===== src/serial_pkg.sv =====
package serial_pkg;

   // datapath word width, one bit of it is processed per clock
   localparam int XLEN  = 32;

   // register file geometry, x0 is hardwired to zero
   localparam int NREGS = 8;
   localparam int REG_W = 3;

   // opcode sits in bits 31..29 of the instruction word
   typedef enum logic [2:0] {
      OP_ADD  = 3'd0,
      OP_SUB  = 3'd1,
      OP_ADDI = 3'd2,
      OP_SLT  = 3'd3,
      OP_BEQ  = 3'd4,
      OP_BNE  = 3'd5,
      OP_JAL  = 3'd6,
      OP_OUT  = 3'd7
   } op_e;

   // control FSM states, slt and the branches visit both passes
   typedef enum logic [1:0] {
      ST_FETCH = 2'd0,
      ST_PASS1 = 2'd1,
      ST_PASS2 = 2'd2
   } state_e;

   // decoded instruction fields, the immediate travels serially instead
   typedef struct packed {
      op_e              op;
      logic [REG_W-1:0] rd;
      logic [REG_W-1:0] rs1;
      logic [REG_W-1:0] rs2;
   } instr_t;

   // bit counter status shared by the FSM and the datapath
   typedef struct packed {
      // counter is running, one data bit per cycle
      logic en;
      // bit 0 is on the serial lines
      logic first;
      // bit 31 is on the serial lines
      logic last;
      // single cycle pulse right after the last bit
      logic done;
   } cnt_t;

endpackage


===== src/serial_counter.sv =====
`timescale 1ns/1ps

module serial_counter (
   input  logic             i_clk,
   input  logic             i_rst,
   input  logic             i_start,
   output serial_pkg::cnt_t o_cnt
);

   // bits 4..2 of the bit index as a plain binary counter
   logic [2:0] cnt_hi;
   // bits 1..0 of the bit index as a one-hot ring of four
   logic [3:0] cnt_ring;
   logic       cnt_last;
   logic       cnt_done;

   // bit 31 is the fourth ring slot of the eighth group
   assign cnt_last = (cnt_hi == 3'd7) & cnt_ring[3];

   always_ff @(posedge i_clk) begin
      if (i_rst) begin
         cnt_hi   <= 3'd0;
         cnt_ring <= 4'b0000;
         cnt_done <= 1'b0;
      end else begin
         // every wrap of the ring bumps the upper part, 7 rolls over to 0
         cnt_hi   <= cnt_hi + {2'd0, cnt_ring[3]};
         // the token is not fed back after bit 31, so the ring empties and
         // the count stops by itself; a start pulse injects a new token
         cnt_ring <= {cnt_ring[2:0], (cnt_ring[3] & ~cnt_last) | i_start};
         cnt_done <= cnt_last;
      end
   end

   // no separate enable flop, any token in the ring means running
   assign o_cnt.en    = |cnt_ring;
   assign o_cnt.first = (cnt_hi == 3'd0) & cnt_ring[0];
   assign o_cnt.last  = cnt_last;
   assign o_cnt.done  = cnt_done;

endmodule


===== src/serial_state.sv =====
`timescale 1ns/1ps

module serial_state (
   input  logic               i_clk,
   input  logic               i_rst,
   input  logic               i_ibus_ack,
   input  serial_pkg::instr_t i_instr,
   input  serial_pkg::cnt_t   i_cnt,
   input  logic               i_cmp_flag,
   output logic               o_ibus_cyc,
   output logic               o_cnt_start,
   output logic               o_rf_wen,
   output logic               o_pc_en,
   output logic               o_jump,
   output logic               o_out_en,
   output logic               o_pass2
);

   import serial_pkg::*;

   state_e state;
   logic   start_r;
   logic   jump_r;
   logic   two_pass;
   logic   writes_rd;
   logic   take_branch;
   logic   final_pass;

   // slt and the branches need the compare flag before anything is written
   assign two_pass = (i_instr.op == OP_SLT) | (i_instr.op == OP_BEQ) |
                     (i_instr.op == OP_BNE);

   // operations that write rd in their single pass
   assign writes_rd = (i_instr.op == OP_ADD) | (i_instr.op == OP_SUB) |
                      (i_instr.op == OP_ADDI) | (i_instr.op == OP_JAL);

   // flag means equal after pass one, bne wants the opposite
   assign take_branch = (i_instr.op == OP_JAL) |
                        ((i_instr.op == OP_BEQ) & i_cmp_flag) |
                        ((i_instr.op == OP_BNE) & ~i_cmp_flag);

   always_ff @(posedge i_clk) begin
      if (i_rst) begin
         state   <= ST_FETCH;
         start_r <= 1'b0;
         jump_r  <= 1'b0;
      end else begin
         // start is a one cycle strobe unless a transition below sets it
         start_r <= 1'b0;
         case (state)
            ST_FETCH: begin
               // decode latches the word on this same ack cycle
               if (i_ibus_ack) begin
                  state   <= ST_PASS1;
                  start_r <= 1'b1;
               end
            end
            ST_PASS1: begin
               if (i_cnt.done) begin
                  if (two_pass) begin
                     state   <= ST_PASS2;
                     start_r <= 1'b1;
                     jump_r  <= take_branch;
                  end else begin
                     state <= ST_FETCH;
                  end
               end
            end
            ST_PASS2: begin
               if (i_cnt.done) begin
                  state <= ST_FETCH;
               end
            end
            default: begin
               state <= ST_FETCH;
            end
         endcase
      end
   end

   // the pc is rewritten in the last pass of every instruction
   assign final_pass = ((state == ST_PASS1) & ~two_pass) | (state == ST_PASS2);

   // the bus request is simply the fetch state, it drops after the ack
   assign o_ibus_cyc  = (state == ST_FETCH);
   assign o_cnt_start = start_r;
   assign o_pass2     = (state == ST_PASS2);
   assign o_pc_en     = final_pass;

   // jal jumps in its only pass, beq and bne use the decision from pass one
   assign o_jump = ((state == ST_PASS1) & (i_instr.op == OP_JAL)) |
                   ((state == ST_PASS2) & jump_r);

   // slt writes its flag in pass two; branches and out never write rd
   assign o_rf_wen = ((state == ST_PASS1) & ~two_pass & writes_rd) |
                     ((state == ST_PASS2) & (i_instr.op == OP_SLT));

   // out has a single pass, the port register is full when it ends
   assign o_out_en = (state == ST_PASS1) & (i_instr.op == OP_OUT) & i_cnt.done;

endmodule


===== src/serial_decode.sv =====
`timescale 1ns/1ps

module serial_decode (
   input  logic                        i_clk,
   input  logic                        i_ibus_ack,
   input  logic [serial_pkg::XLEN-1:0] i_ibus_rdt,
   input  serial_pkg::cnt_t            i_cnt,
   output serial_pkg::instr_t          o_instr,
   output logic                        o_imm_bit
);

   import serial_pkg::*;

   instr_t     instr_r;
   // raw immediate kept for the reload before each pass
   logic [11:0] imm_raw;
   // serial immediate, bit 0 is the one on the line
   logic [11:0] imm_sr;

   always_ff @(posedge i_clk) begin
      // fields come straight from the word, bits 19..12 are not used
      if (i_ibus_ack) begin
         instr_r.op  <= op_e'(i_ibus_rdt[31:29]);
         instr_r.rd  <= i_ibus_rdt[28:26];
         instr_r.rs1 <= i_ibus_rdt[25:23];
         instr_r.rs2 <= i_ibus_rdt[22:20];
         imm_raw     <= i_ibus_rdt[11:0];
      end

      // arithmetic shift right, once the 12 bits are used the sign repeats
      // for the upper 20 bits; between passes the shifter is reloaded so
      // bit 0 is ready when the counter starts
      if (i_cnt.en) begin
         imm_sr <= {imm_sr[11], imm_sr[11:1]};
      end else begin
         imm_sr <= imm_raw;
      end
   end

   assign o_instr   = instr_r;
   assign o_imm_bit = imm_sr[0];

endmodule


===== src/serial_regfile.sv =====
`timescale 1ns/1ps

module serial_regfile (
   input  logic               i_clk,
   input  serial_pkg::cnt_t   i_cnt,
   input  serial_pkg::instr_t i_instr,
   input  logic               i_wen,
   input  logic               i_wdata,
   output logic               o_rs1_bit,
   output logic               o_rs2_bit
);

   import serial_pkg::*;

   // each register is a ring, bit 0 is the one presented on the read ports
   logic [XLEN-1:0] regs [NREGS];
   logic [NREGS-1:0] wsel;

   // one write select per register, x0 is never selected
   always_comb begin
      wsel = '0;
      for (int i = 1; i < NREGS; i++) begin
         wsel[i] = i_wen & (i_instr.rd == REG_W'(i));
      end
   end

   // all registers rotate together so a full pass brings them back into place
   always_ff @(posedge i_clk) begin
      if (i_cnt.en) begin
         for (int i = 0; i < NREGS; i++) begin
            // the written register takes the new bit instead of its own one
            if (wsel[i]) begin
               regs[i] <= {i_wdata, regs[i][XLEN-1:1]};
            end else begin
               regs[i] <= {regs[i][0], regs[i][XLEN-1:1]};
            end
         end
      end
   end

   // x0 may hold anything, its reads are forced to zero
   assign o_rs1_bit = (i_instr.rs1 == '0) ? 1'b0 : regs[i_instr.rs1][0];
   assign o_rs2_bit = (i_instr.rs2 == '0) ? 1'b0 : regs[i_instr.rs2][0];

endmodule


===== src/serial_exec.sv =====
`timescale 1ns/1ps

module serial_exec (
   input  logic                        i_clk,
   input  logic                        i_rst,
   input  serial_pkg::cnt_t            i_cnt,
   input  serial_pkg::instr_t          i_instr,
   input  logic                        i_rs1_bit,
   input  logic                        i_rs2_bit,
   input  logic                        i_imm_bit,
   input  logic                        i_pc4_bit,
   input  logic                        i_pass2,
   input  logic                        i_out_en,
   output logic                        o_rd_bit,
   output logic                        o_cmp_flag,
   output logic                        o_out_valid,
   output logic [serial_pkg::XLEN-1:0] o_out_data
);

   import serial_pkg::*;

   logic            sub;
   logic            op_b;
   logic            carry;
   logic            c_in;
   logic            c_out;
   logic            sum;
   logic            flag;
   logic [XLEN-1:0] out_sr;

   // slt is a subtraction whose sign decides the result
   assign sub  = (i_instr.op == OP_SUB) | (i_instr.op == OP_SLT);
   assign op_b = ((i_instr.op == OP_ADDI) ? i_imm_bit : i_rs2_bit) ^ sub;

   // a - b is a + ~b + 1, the +1 is the carry preset on bit 0
   assign c_in  = i_cnt.first ? sub : carry;
   assign sum   = i_rs1_bit ^ op_b ^ c_in;
   assign c_out = (i_rs1_bit & op_b) | (c_in & (i_rs1_bit ^ op_b));

   always_ff @(posedge i_clk) begin
      if (i_cnt.en) begin
         carry <= c_out;
      end

      // flag is frozen in pass two so the FSM and slt can use it
      if (i_cnt.en & ~i_pass2) begin
         if (i_instr.op == OP_SLT) begin
            // less than is the sign corrected by the signed overflow
            if (i_cnt.last) begin
               flag <= sum ^ (c_in ^ c_out);
            end
         end else begin
            // equal until any bit pair differs
            flag <= (i_cnt.first | flag) & ~(i_rs1_bit ^ i_rs2_bit);
         end
      end

      // rs1 enters from the top, after 32 bits it sits in place
      if (i_cnt.en & (i_instr.op == OP_OUT)) begin
         out_sr <= {i_rs1_bit, out_sr[XLEN-1:1]};
      end
   end

   always_ff @(posedge i_clk) begin
      if (i_rst) begin
         o_out_valid <= 1'b0;
      end else begin
         o_out_valid <= i_out_en;
      end
   end

   always_comb begin
      case (i_instr.op)
         OP_ADD, OP_SUB, OP_ADDI: o_rd_bit = sum;
         OP_JAL:                  o_rd_bit = i_pc4_bit;
         // the flag becomes bit 0 of rd, all upper bits are zero
         OP_SLT:                  o_rd_bit = i_cnt.first & flag;
         default:                 o_rd_bit = 1'b0;
      endcase
   end

   assign o_cmp_flag = flag;
   assign o_out_data = out_sr;

endmodule


===== src/serial_pc.sv =====
`timescale 1ns/1ps

module serial_pc (
   input  logic                        i_clk,
   input  logic                        i_rst,
   input  serial_pkg::cnt_t            i_cnt,
   input  logic                        i_pc_en,
   input  logic                        i_jump,
   input  logic                        i_imm_bit,
   output logic [serial_pkg::XLEN-1:0] o_pc,
   output logic                        o_pc4_bit
);

   import serial_pkg::*;

   logic [XLEN-1:0] pc;
   // first delayed twice marks bit 2, where the 4 is added
   logic [1:0]      first_dly;
   // immediate delayed twice is the word offset in bytes
   logic [1:0]      imm_dly;
   logic            c4;
   logic            cj;
   logic            c4_in;
   logic            cj_in;
   logic            four_bit;
   logic            off_bit;
   logic            pcj_bit;

   assign four_bit = first_dly[0];
   assign off_bit  = imm_dly[0];

   // both adders restart with no carry on bit 0
   assign c4_in = i_cnt.first ? 1'b0 : c4;
   assign cj_in = i_cnt.first ? 1'b0 : cj;

   assign o_pc4_bit = pc[0] ^ four_bit ^ c4_in;
   assign pcj_bit   = pc[0] ^ off_bit ^ cj_in;

   always_ff @(posedge i_clk) begin
      first_dly <= {i_cnt.first, first_dly[1]};
      // zeros come in while idle, so bits 0 and 1 of the offset are zero
      imm_dly   <= {i_imm_bit & i_cnt.en, imm_dly[1]};
      if (i_cnt.en) begin
         c4 <= (pc[0] & four_bit) | (c4_in & (pc[0] ^ four_bit));
         cj <= (pc[0] & off_bit) | (cj_in & (pc[0] ^ off_bit));
      end
   end

   always_ff @(posedge i_clk) begin
      if (i_rst) begin
         pc <= '0;
      end else if (i_pc_en & i_cnt.en) begin
         // the pc rotates like a register file entry and takes the new value
         pc <= {(i_jump ? pcj_bit : o_pc4_bit), pc[XLEN-1:1]};
      end
   end

   // valid in parallel whenever the pc is not rotating
   assign o_pc = pc;

endmodule


===== src/serial_core.sv =====
`timescale 1ns/1ps

module serial_core (
   input  logic                        i_clk,
   input  logic                        i_rst,
   output logic [serial_pkg::XLEN-1:0] o_ibus_adr,
   output logic                        o_ibus_cyc,
   input  logic                        i_ibus_ack,
   input  logic [serial_pkg::XLEN-1:0] i_ibus_rdt,
   output logic                        o_out_valid,
   output logic [serial_pkg::XLEN-1:0] o_out_data
);

   import serial_pkg::*;

   instr_t instr;
   cnt_t   cnt;
   logic   cnt_start;
   logic   rf_wen;
   logic   pc_en;
   logic   jump;
   logic   out_en;
   logic   pass2;
   logic   cmp_flag;
   logic   imm_bit;
   logic   rs1_bit;
   logic   rs2_bit;
   logic   rd_bit;
   logic   pc4_bit;

   serial_counter u_counter (
      .i_clk   (i_clk),
      .i_rst   (i_rst),
      .i_start (cnt_start),
      .o_cnt   (cnt)
   );

   serial_state u_state (
      .i_clk       (i_clk),
      .i_rst       (i_rst),
      .i_ibus_ack  (i_ibus_ack),
      .i_instr     (instr),
      .i_cnt       (cnt),
      .i_cmp_flag  (cmp_flag),
      .o_ibus_cyc  (o_ibus_cyc),
      .o_cnt_start (cnt_start),
      .o_rf_wen    (rf_wen),
      .o_pc_en     (pc_en),
      .o_jump      (jump),
      .o_out_en    (out_en),
      .o_pass2     (pass2)
   );

   serial_decode u_decode (
      .i_clk      (i_clk),
      .i_ibus_ack (i_ibus_ack),
      .i_ibus_rdt (i_ibus_rdt),
      .i_cnt      (cnt),
      .o_instr    (instr),
      .o_imm_bit  (imm_bit)
   );

   serial_regfile u_regfile (
      .i_clk     (i_clk),
      .i_cnt     (cnt),
      .i_instr   (instr),
      .i_wen     (rf_wen),
      .i_wdata   (rd_bit),
      .o_rs1_bit (rs1_bit),
      .o_rs2_bit (rs2_bit)
   );

   serial_exec u_exec (
      .i_clk       (i_clk),
      .i_rst       (i_rst),
      .i_cnt       (cnt),
      .i_instr     (instr),
      .i_rs1_bit   (rs1_bit),
      .i_rs2_bit   (rs2_bit),
      .i_imm_bit   (imm_bit),
      .i_pc4_bit   (pc4_bit),
      .i_pass2     (pass2),
      .i_out_en    (out_en),
      .o_rd_bit    (rd_bit),
      .o_cmp_flag  (cmp_flag),
      .o_out_valid (o_out_valid),
      .o_out_data  (o_out_data)
   );

   // the fetch address is the parallel pc register
   serial_pc u_pc (
      .i_clk     (i_clk),
      .i_rst     (i_rst),
      .i_cnt     (cnt),
      .i_pc_en   (pc_en),
      .i_jump    (jump),
      .i_imm_bit (imm_bit),
      .o_pc      (o_ibus_adr),
      .o_pc4_bit (pc4_bit)
   );

endmodule


===== config.mk =====
export PLATFORM = sky130hd
export DESIGN_NAME = serial_core
export DESIGN_NICKNAME = d
export VERILOG_FILES = /design/src/serial_pkg.sv /design/src/serial_counter.sv /design/src/serial_state.sv /design/src/serial_decode.sv /design/src/serial_regfile.sv /design/src/serial_exec.sv /design/src/serial_pc.sv /design/src/serial_core.sv
export SDC_FILE = /design/constraint.sdc
export NUM_CORES = 1
export LEC_CHECK = 0
export BUFFER_PORTS_ARGS = -buffer_cell sky130_fd_sc_hd__buf_2
export CAP_MARGIN = 25
export CORE_ASPECT_RATIO = 0.8
export CORE_MARGIN = 8
export CORE_UTILIZATION = 35
export CTS_CLUSTER_DIAMETER = 50
export DETAILED_ROUTE_END_ITERATION = 8
export HOLD_SLACK_MARGIN = 0.03
export SYNTH_ARGS = -nofsm -noshare
export SYNTH_HDL_FRONTEND = slang
export SYNTH_SLANG_ARGS = --single-unit

===== constraint.sdc =====
create_clock -name i_clk -period 23.8 [get_ports i_clk]
set_clock_uncertainty 0.1 [all_clocks]
set_input_delay 5.95 -clock i_clk [delete_from_list [all_inputs] [get_ports i_clk]]
set_output_delay 5.95 -clock i_clk [all_outputs]
set_load 0.005 [all_outputs]

==> results of run 1 <==
## synth_stat cells (5+ instances only)
cell and count:
edfxtp_1 317, nand2b_1 6, dfxtp_1 66, nor2_1 45, mux2_2 11, clkbuf_1 7
a21oi_1 7, mux2_1 5, inv_1 11, nor2b_1 8, nor3_1 6, nand2_1 40
mux2i_1 36
## sequential cells by signal (all words and copies together), names as in the netlist, 3 cells and up, named ones only
| register | count |
|---|---|
| u_decode.o_instr | 12 |
| u_decode.imm_sr | 12 |
| u_counter.cnt_ring | 4 |
| u_regfile.regs | 256 |
| u_exec.o_out_data | 32 |
| u_pc.o_pc | 32 |
| u_decode.imm_raw | 12 |
| u_counter.cnt_hi | 3 |
## cells by family after synthesis
family	after synthesis	share of synthesized area
mux	53	0.04522
xor+xnor	3	0.002111
fa+ha+maj	6	0.008440
flops	383	0.8706
compound gates	28	0.01698
simple gates	121	0.04431
buf+inv	28	0.01236
## power by group through the flow
| stage | logic, mW | clock network (mW) | registers (mW) |
|---|---|---|---|
| floorplan | 0.0336 | 0 | 0.791 |
| global placement | 0.0447 | 0 | 0.789 |
| detailed placement | 0.0455 | 0 | 0.790 |
| CTS | 0.0456 | 0.558 | 0.776 |
| global route | 0.0509 | 0.586 | 0.779 |
| finish | 0.0452 | 0.538 | 0.776 |
## stage by stage
step	worst slack [ns]	hold slack [ns]
after global placement	16.58	0.2119
after CTS	16.55	0.2295
final	16.59	0.2282
after detailed placement	16.55	0.2146
after floorplan	16.13	0.2096
after global routing	16.50	0.2399
## area by class of cell
class / count / area, um^2 / area share
well taps: 472 / 590.6 / 0.04045
flip-flops and latches: 383 / 10840 / 0.7424
clock inverters: 17 / 128.9 / 0.008826
clock buffers: 44 / 982.2 / 0.06727
repair buffers: 99 / 533.0 / 0.03650
inverters: 13 / 62.56 / 0.004284
multi-input cells: 211 / 1464 / 0.1003
## per-layer routing
metal | share of wire | up-vias | track usage | routed length, um
met4 | 0.021 | 0 | 0.03173 | 394
met1 | 0.52 | 2666 | 0.1369 | 9595
li1 | - | 2573 | - | -
met3 | 0.076 | 33 | 0.03002 | 1416
met5 | 0 | - | 0 | 0
met2 | 0.38 | 129 | 0.1111 | 7123
## worst max-delay path, stage by stage (launching register included)
cell and delay (ns):
dfxtp_1 0.45, nor2_1 0.07, buf_2 0.14
## worst min path at each step
stage                 startpoint  cells after the start                end  slack (ns)
2_1_floorplan  u_pc.first_dly[1]                      0  u_pc.first_dly[0]        0.21
3_3_place_gp     u_pc.imm_dly[1]                      0    u_pc.imm_dly[0]        0.21
3_5_place_dp   u_pc.first_dly[1]                      0  u_pc.first_dly[0]        0.21
4_1_cts        u_pc.first_dly[1]                      0  u_pc.first_dly[0]        0.23
5_1_grt          u_pc.imm_dly[1]                      0    u_pc.imm_dly[0]        0.24
6_report       u_pc.first_dly[1]                      0  u_pc.first_dly[0]        0.23
==> flow_summary.ini, run 1 <==
[timing]
tightest_slew_ns = 0.9224
period_share = 0.3028
rsz0062_at_grt = false
min_period_ns = 7.208
finalHoldViolCount = 0
setup_tns_ns = 0
fmax_mhz = 138.7
slew_headroom = 0.3851
setup_viol = 0
final_max_slew_viol_count = 0

[cells_and_area]
finalCoreUtilization = 0.4186
final_common_cell = edfxtp_1
final_cells = 1239
drive_gt1_frac = 0.2243
area_growth_pct = 17.26
antenna_cells = 0
final_cell_area_um2 = 14600
nFillCells = 3064
final_nets = 783
layout_common_cells = 317 x edfxtp_1, 92 x buf_2, 66 x dfxtp_1

[worst_setup_path]
critPathCapture = o_ibus_cyc
arrival_ns = 1.16
start_kind = register
reg2reg_slack_ns = 20.45
crit_path_start = u_state.state[0]
path_class = reg2out
worstReg2RegEnd = u_regfile.regs[7][31]
critPathRequiredTime_ns = 17.75
endpoint_kind = output pin
crit_fanout = 8
r2r-start = u_regfile.regs[4][0]
r2r_cells = 10

[die]
fp.dieArea_um2 = 41910
die_h_um = 184.7
rows = 61
io_pins = 101
fp.dieW_um = 226.9
core_region_area_um2 = 34880
start_util = 0.3570

[power]
ir_drop_uv = 41.32
clockPowerShare = 0.396
pwr-share-seq = 0.571
p_sw_mw = 0.2658
power_mw = 1.359
p_leak_nw = 5.072
power.density_nw_per_um2 = 93.05
internal_power_mw = 1.093
p_sw_frac = 0.1957
comb_power_share = 0.033

[route]
drtAntennaViolNets = 0
firstDrtPassIters = 4
wl_um = 18530
vias = 5401
wl_per_cell_um = 14.96
first_iter_violations = 507
routed_via_density = 4.359
drc = 0

[synth]
avgSynthCellArea_um2 = 20.02
synth_cell_types = 40
yosysWarnings = 0
synth.yosys.seq_area_share = 0.8706
synth_top_area_share = 0.7645
async_flop_share = 0
synth_area_um2 = 12450
syn_nets = 663
synth-seq-cells = 383
syn_inst = 622
synth_area_leaders = edfxtp_1 76%, dfxtp_1 11%, mux2i_1 2.9%, nor2_1 1.4%, nand2_1 1.2%
synthFlopType = edfxtp_1
synth_edf_count = 317
yosys.area.top_type = edfxtp_1

[worst_hold_path]
hold_path_class = reg2reg

[clocking]
cts_tree = built
cts_buffers = 34
post-cts-setup-buffers = 0
clock_insertion_delay_worst_skew_ns = 0.52
cts_resized = 0
cts-root-buf = clkbuf_16
htree_levels = 2
clockBufferDepth = 3
clk_pin_slew_ns = 0.06
cts.hold.buffers_added = 0
cts_sinks = 383

[grt]
grt_first_pass_wirelength_um = 29190
grt_pass1_vias = 5254
grt_max_degree = 95
antenna_found_initial = 3
overflow = 0
grtUsageTotal = 0.08849

[placed_design]
port_buffers = 92
gp_congestion = 0.7356
dpl.cell_count = 1177
place_area_um2 = 13460
dp_hpwl_um = 10740

[status]
status = finished clean

[run]
drv_cap = 0
Power figures use the tool's default switching activity.
==> inputs of run 2 (changes only) <==
==> constraint.sdc (replaced) <==
create_clock -name i_clk -period 6.7 [get_ports i_clk]
set_clock_uncertainty 0.1 [all_clocks]
set_input_delay 1.675 -clock i_clk [delete_from_list [all_inputs] [get_ports i_clk]]
set_output_delay 1.675 -clock i_clk [all_outputs]
set_load 0.005 [all_outputs]
==> run 2 against run 1 <==
Global-route usage shrank 0.21 points. Via count down 0.67%. Final cell count down 0.40%. Sequential share of layout area is 0.46 points higher. Setup slack worse by 13 ns. Cell area is 0.62% lower.
==> flow_summary.ini, run 2 (synthesis gave the netlist of run 1 again) <==
[die]
rows = 61
io_pins = 101
core_region_area_um2 = 34880
fp.dieArea_um2 = 41910
fp.dieW_um = 226.9
die_h_um = 184.7
start_util = 0.3570

[worst_hold_path]
hold_path_class = reg2reg
holdPathEnd = u_pc.first_dly[0]
hold_start = u_pc.first_dly[1]
min_path_cells = 0

[clocking]
cts_buffers = 35
post-cts-setup-buffers = 0
clk_pin_slew_ns = 0.06
cts_tree = built
cts.hold.buffers_added = 0
cts_resized = 0
cts-root-buf = clkbuf_16
htree_levels = 2
cts_sinks = 383
clock_insertion_delay_worst_skew_ns = 0.51
clockBufferDepth = 3

[worst_setup_path]
critPathRequiredTime_ns = 6.85
slowest_stage = fa_1
worstReg2RegEnd = u_regfile.regs[7][31]
crit_path_start = u_regfile.regs[6][0]
crit_fanout = 7
endpoint_kind = register
r2r-start = u_regfile.regs[6][0]
start_kind = register
reg2reg_slack_ns = 3.43
cp_cell_sequence = mux4_2 -> nor2_1 -> nor3_1 -> a21oi_1 -> o22ai_1 -> fa_1 -> nor2b_1 -> a41oi_2 -> o22ai_2 -> mux2_1
max_stage_delay_ns = 0.50
arrival_ns = 3.42
path_class = reg2reg
r2r_cells = 10

[grt]
grt_pass1_vias = 5235
antenna_found_initial = 2
grt_first_pass_wirelength_um = 28830
grt_max_degree = 175
grtUsageTotal = 0.08638
overflow = 0

[route]
wl_um = 17990
firstDrtPassIters = 4
drc = 0
drtAntennaViolNets = 0
wl_per_cell_um = 14.58
routed_via_density = 4.348
vias = 5365
first_iter_violations = 446

[timing]
period_share = 0.4879
rsz0062_at_grt = false
setup_tns_ns = 0
slew_headroom = 0.4035
min_period_ns = 3.269
fmax_mhz = 305.9
finalHoldViolCount = 0
final_max_slew_viol_count = 0
tightest_slew_ns = 0.8947
setup_viol = 0

[status]
status = finished clean

[cells_and_area]
area_growth_pct = 16.54
largest_reg_flops = 256
final_cells = 1234
drive_gt1_frac = 0.2194
multi_input_area_um2 = 1464
register_area_um2 = 10840
nFillCells = 3088
final_nets = 782
regMostFlops = u_regfile.regs
layout_common_cells = 317 x edfxtp_1, 92 x buf_2, 66 x dfxtp_1
finalCoreUtilization = 0.4160
final_common_cell = edfxtp_1

[power]
power_mw = 4.742
p_leak_nw = 5.022
ir_drop_uv = 187.2
power.density_nw_per_um2 = 326.8

[placed_design]
dp_hpwl_um = 10080
port_buffers = 92
dpl.cell_count = 1176
gp_congestion = 0.7368

[run]
drv_cap = 0
==> run 2: metal layers <==
layer,GRT usage,part of all wire,vias up
li1,-,-,2573
met3,0.02494,0.053,40
met1,0.1367,0.55,2630
met2,0.1072,0.37,122
met4,0.03302,0.027,0
met5,0,0,-
==> run 2: area by class of cell <==
type / count / share of cell area
antenna: 1 / 0.0001724
clock buffer: 45 / 0.06587
clock inverter: 12 / 0.005863
inverter: 13 / 0.004311
multi-input combinational: 211 / 0.1009
sequential: 383 / 0.7470
tap: 472 / 0.04070
timing repair buffer: 97 / 0.03518
==> run 2: where the power goes <==
group	leakage (nW)	internal [mW]	total (mW)	switching [mW]
clock	0.520	1.04	1.83	0.788
combinational	1.03	0.0551	0.156	0.101
sequential	3.48	2.71	2.76	0.0424
total	5.02	3.81	4.74	0.931
==> run 2: critical path, delay by kind of cell, from the launching register on <==
family / cells / cell delay (ns)
AOI/OAI and AO/OA: 4 / 0.75
and+or+nand+nor: 3 / 0.63
muxes: 2 / 0.58
adders and majority gates: 1 / 0.50
DFF: 1 / 0.44
==> run 2: worst max-delay path by stage <==
stage,endpoint,slack (ns),depth (start not counted)
3_3_place_gp,u_regfile.regs[6][31],3.46,10
6_report,u_regfile.regs[7][31],3.43,10
4_1_cts,u_regfile.regs[3][31],3.44,10
5_1_grt,u_regfile.regs[6][31],3.13,10
2_1_floorplan,u_regfile.regs[1][0],2.47,3
3_5_place_dp,u_regfile.regs[3][31],3.47,10
==> run 2: stage by stage <==
| stage | instance area (um^2) | hold slack (ns) | setup slack (ns) |
|---|---|---|---|
| 6_report | 14510 | 0.2273 | 3.431 |
| 5_1_grt | 14510 | 0.2329 | 3.129 |
| 4_1_cts | 14510 | 0.2272 | 3.438 |
| 3_5_place_dp | 13470 | 0.2128 | 3.467 |
| 3_3_place_gp | 13470 | 0.2162 | 3.465 |
| 2_1_floorplan | 12450 | 0.2096 | 2.471 |
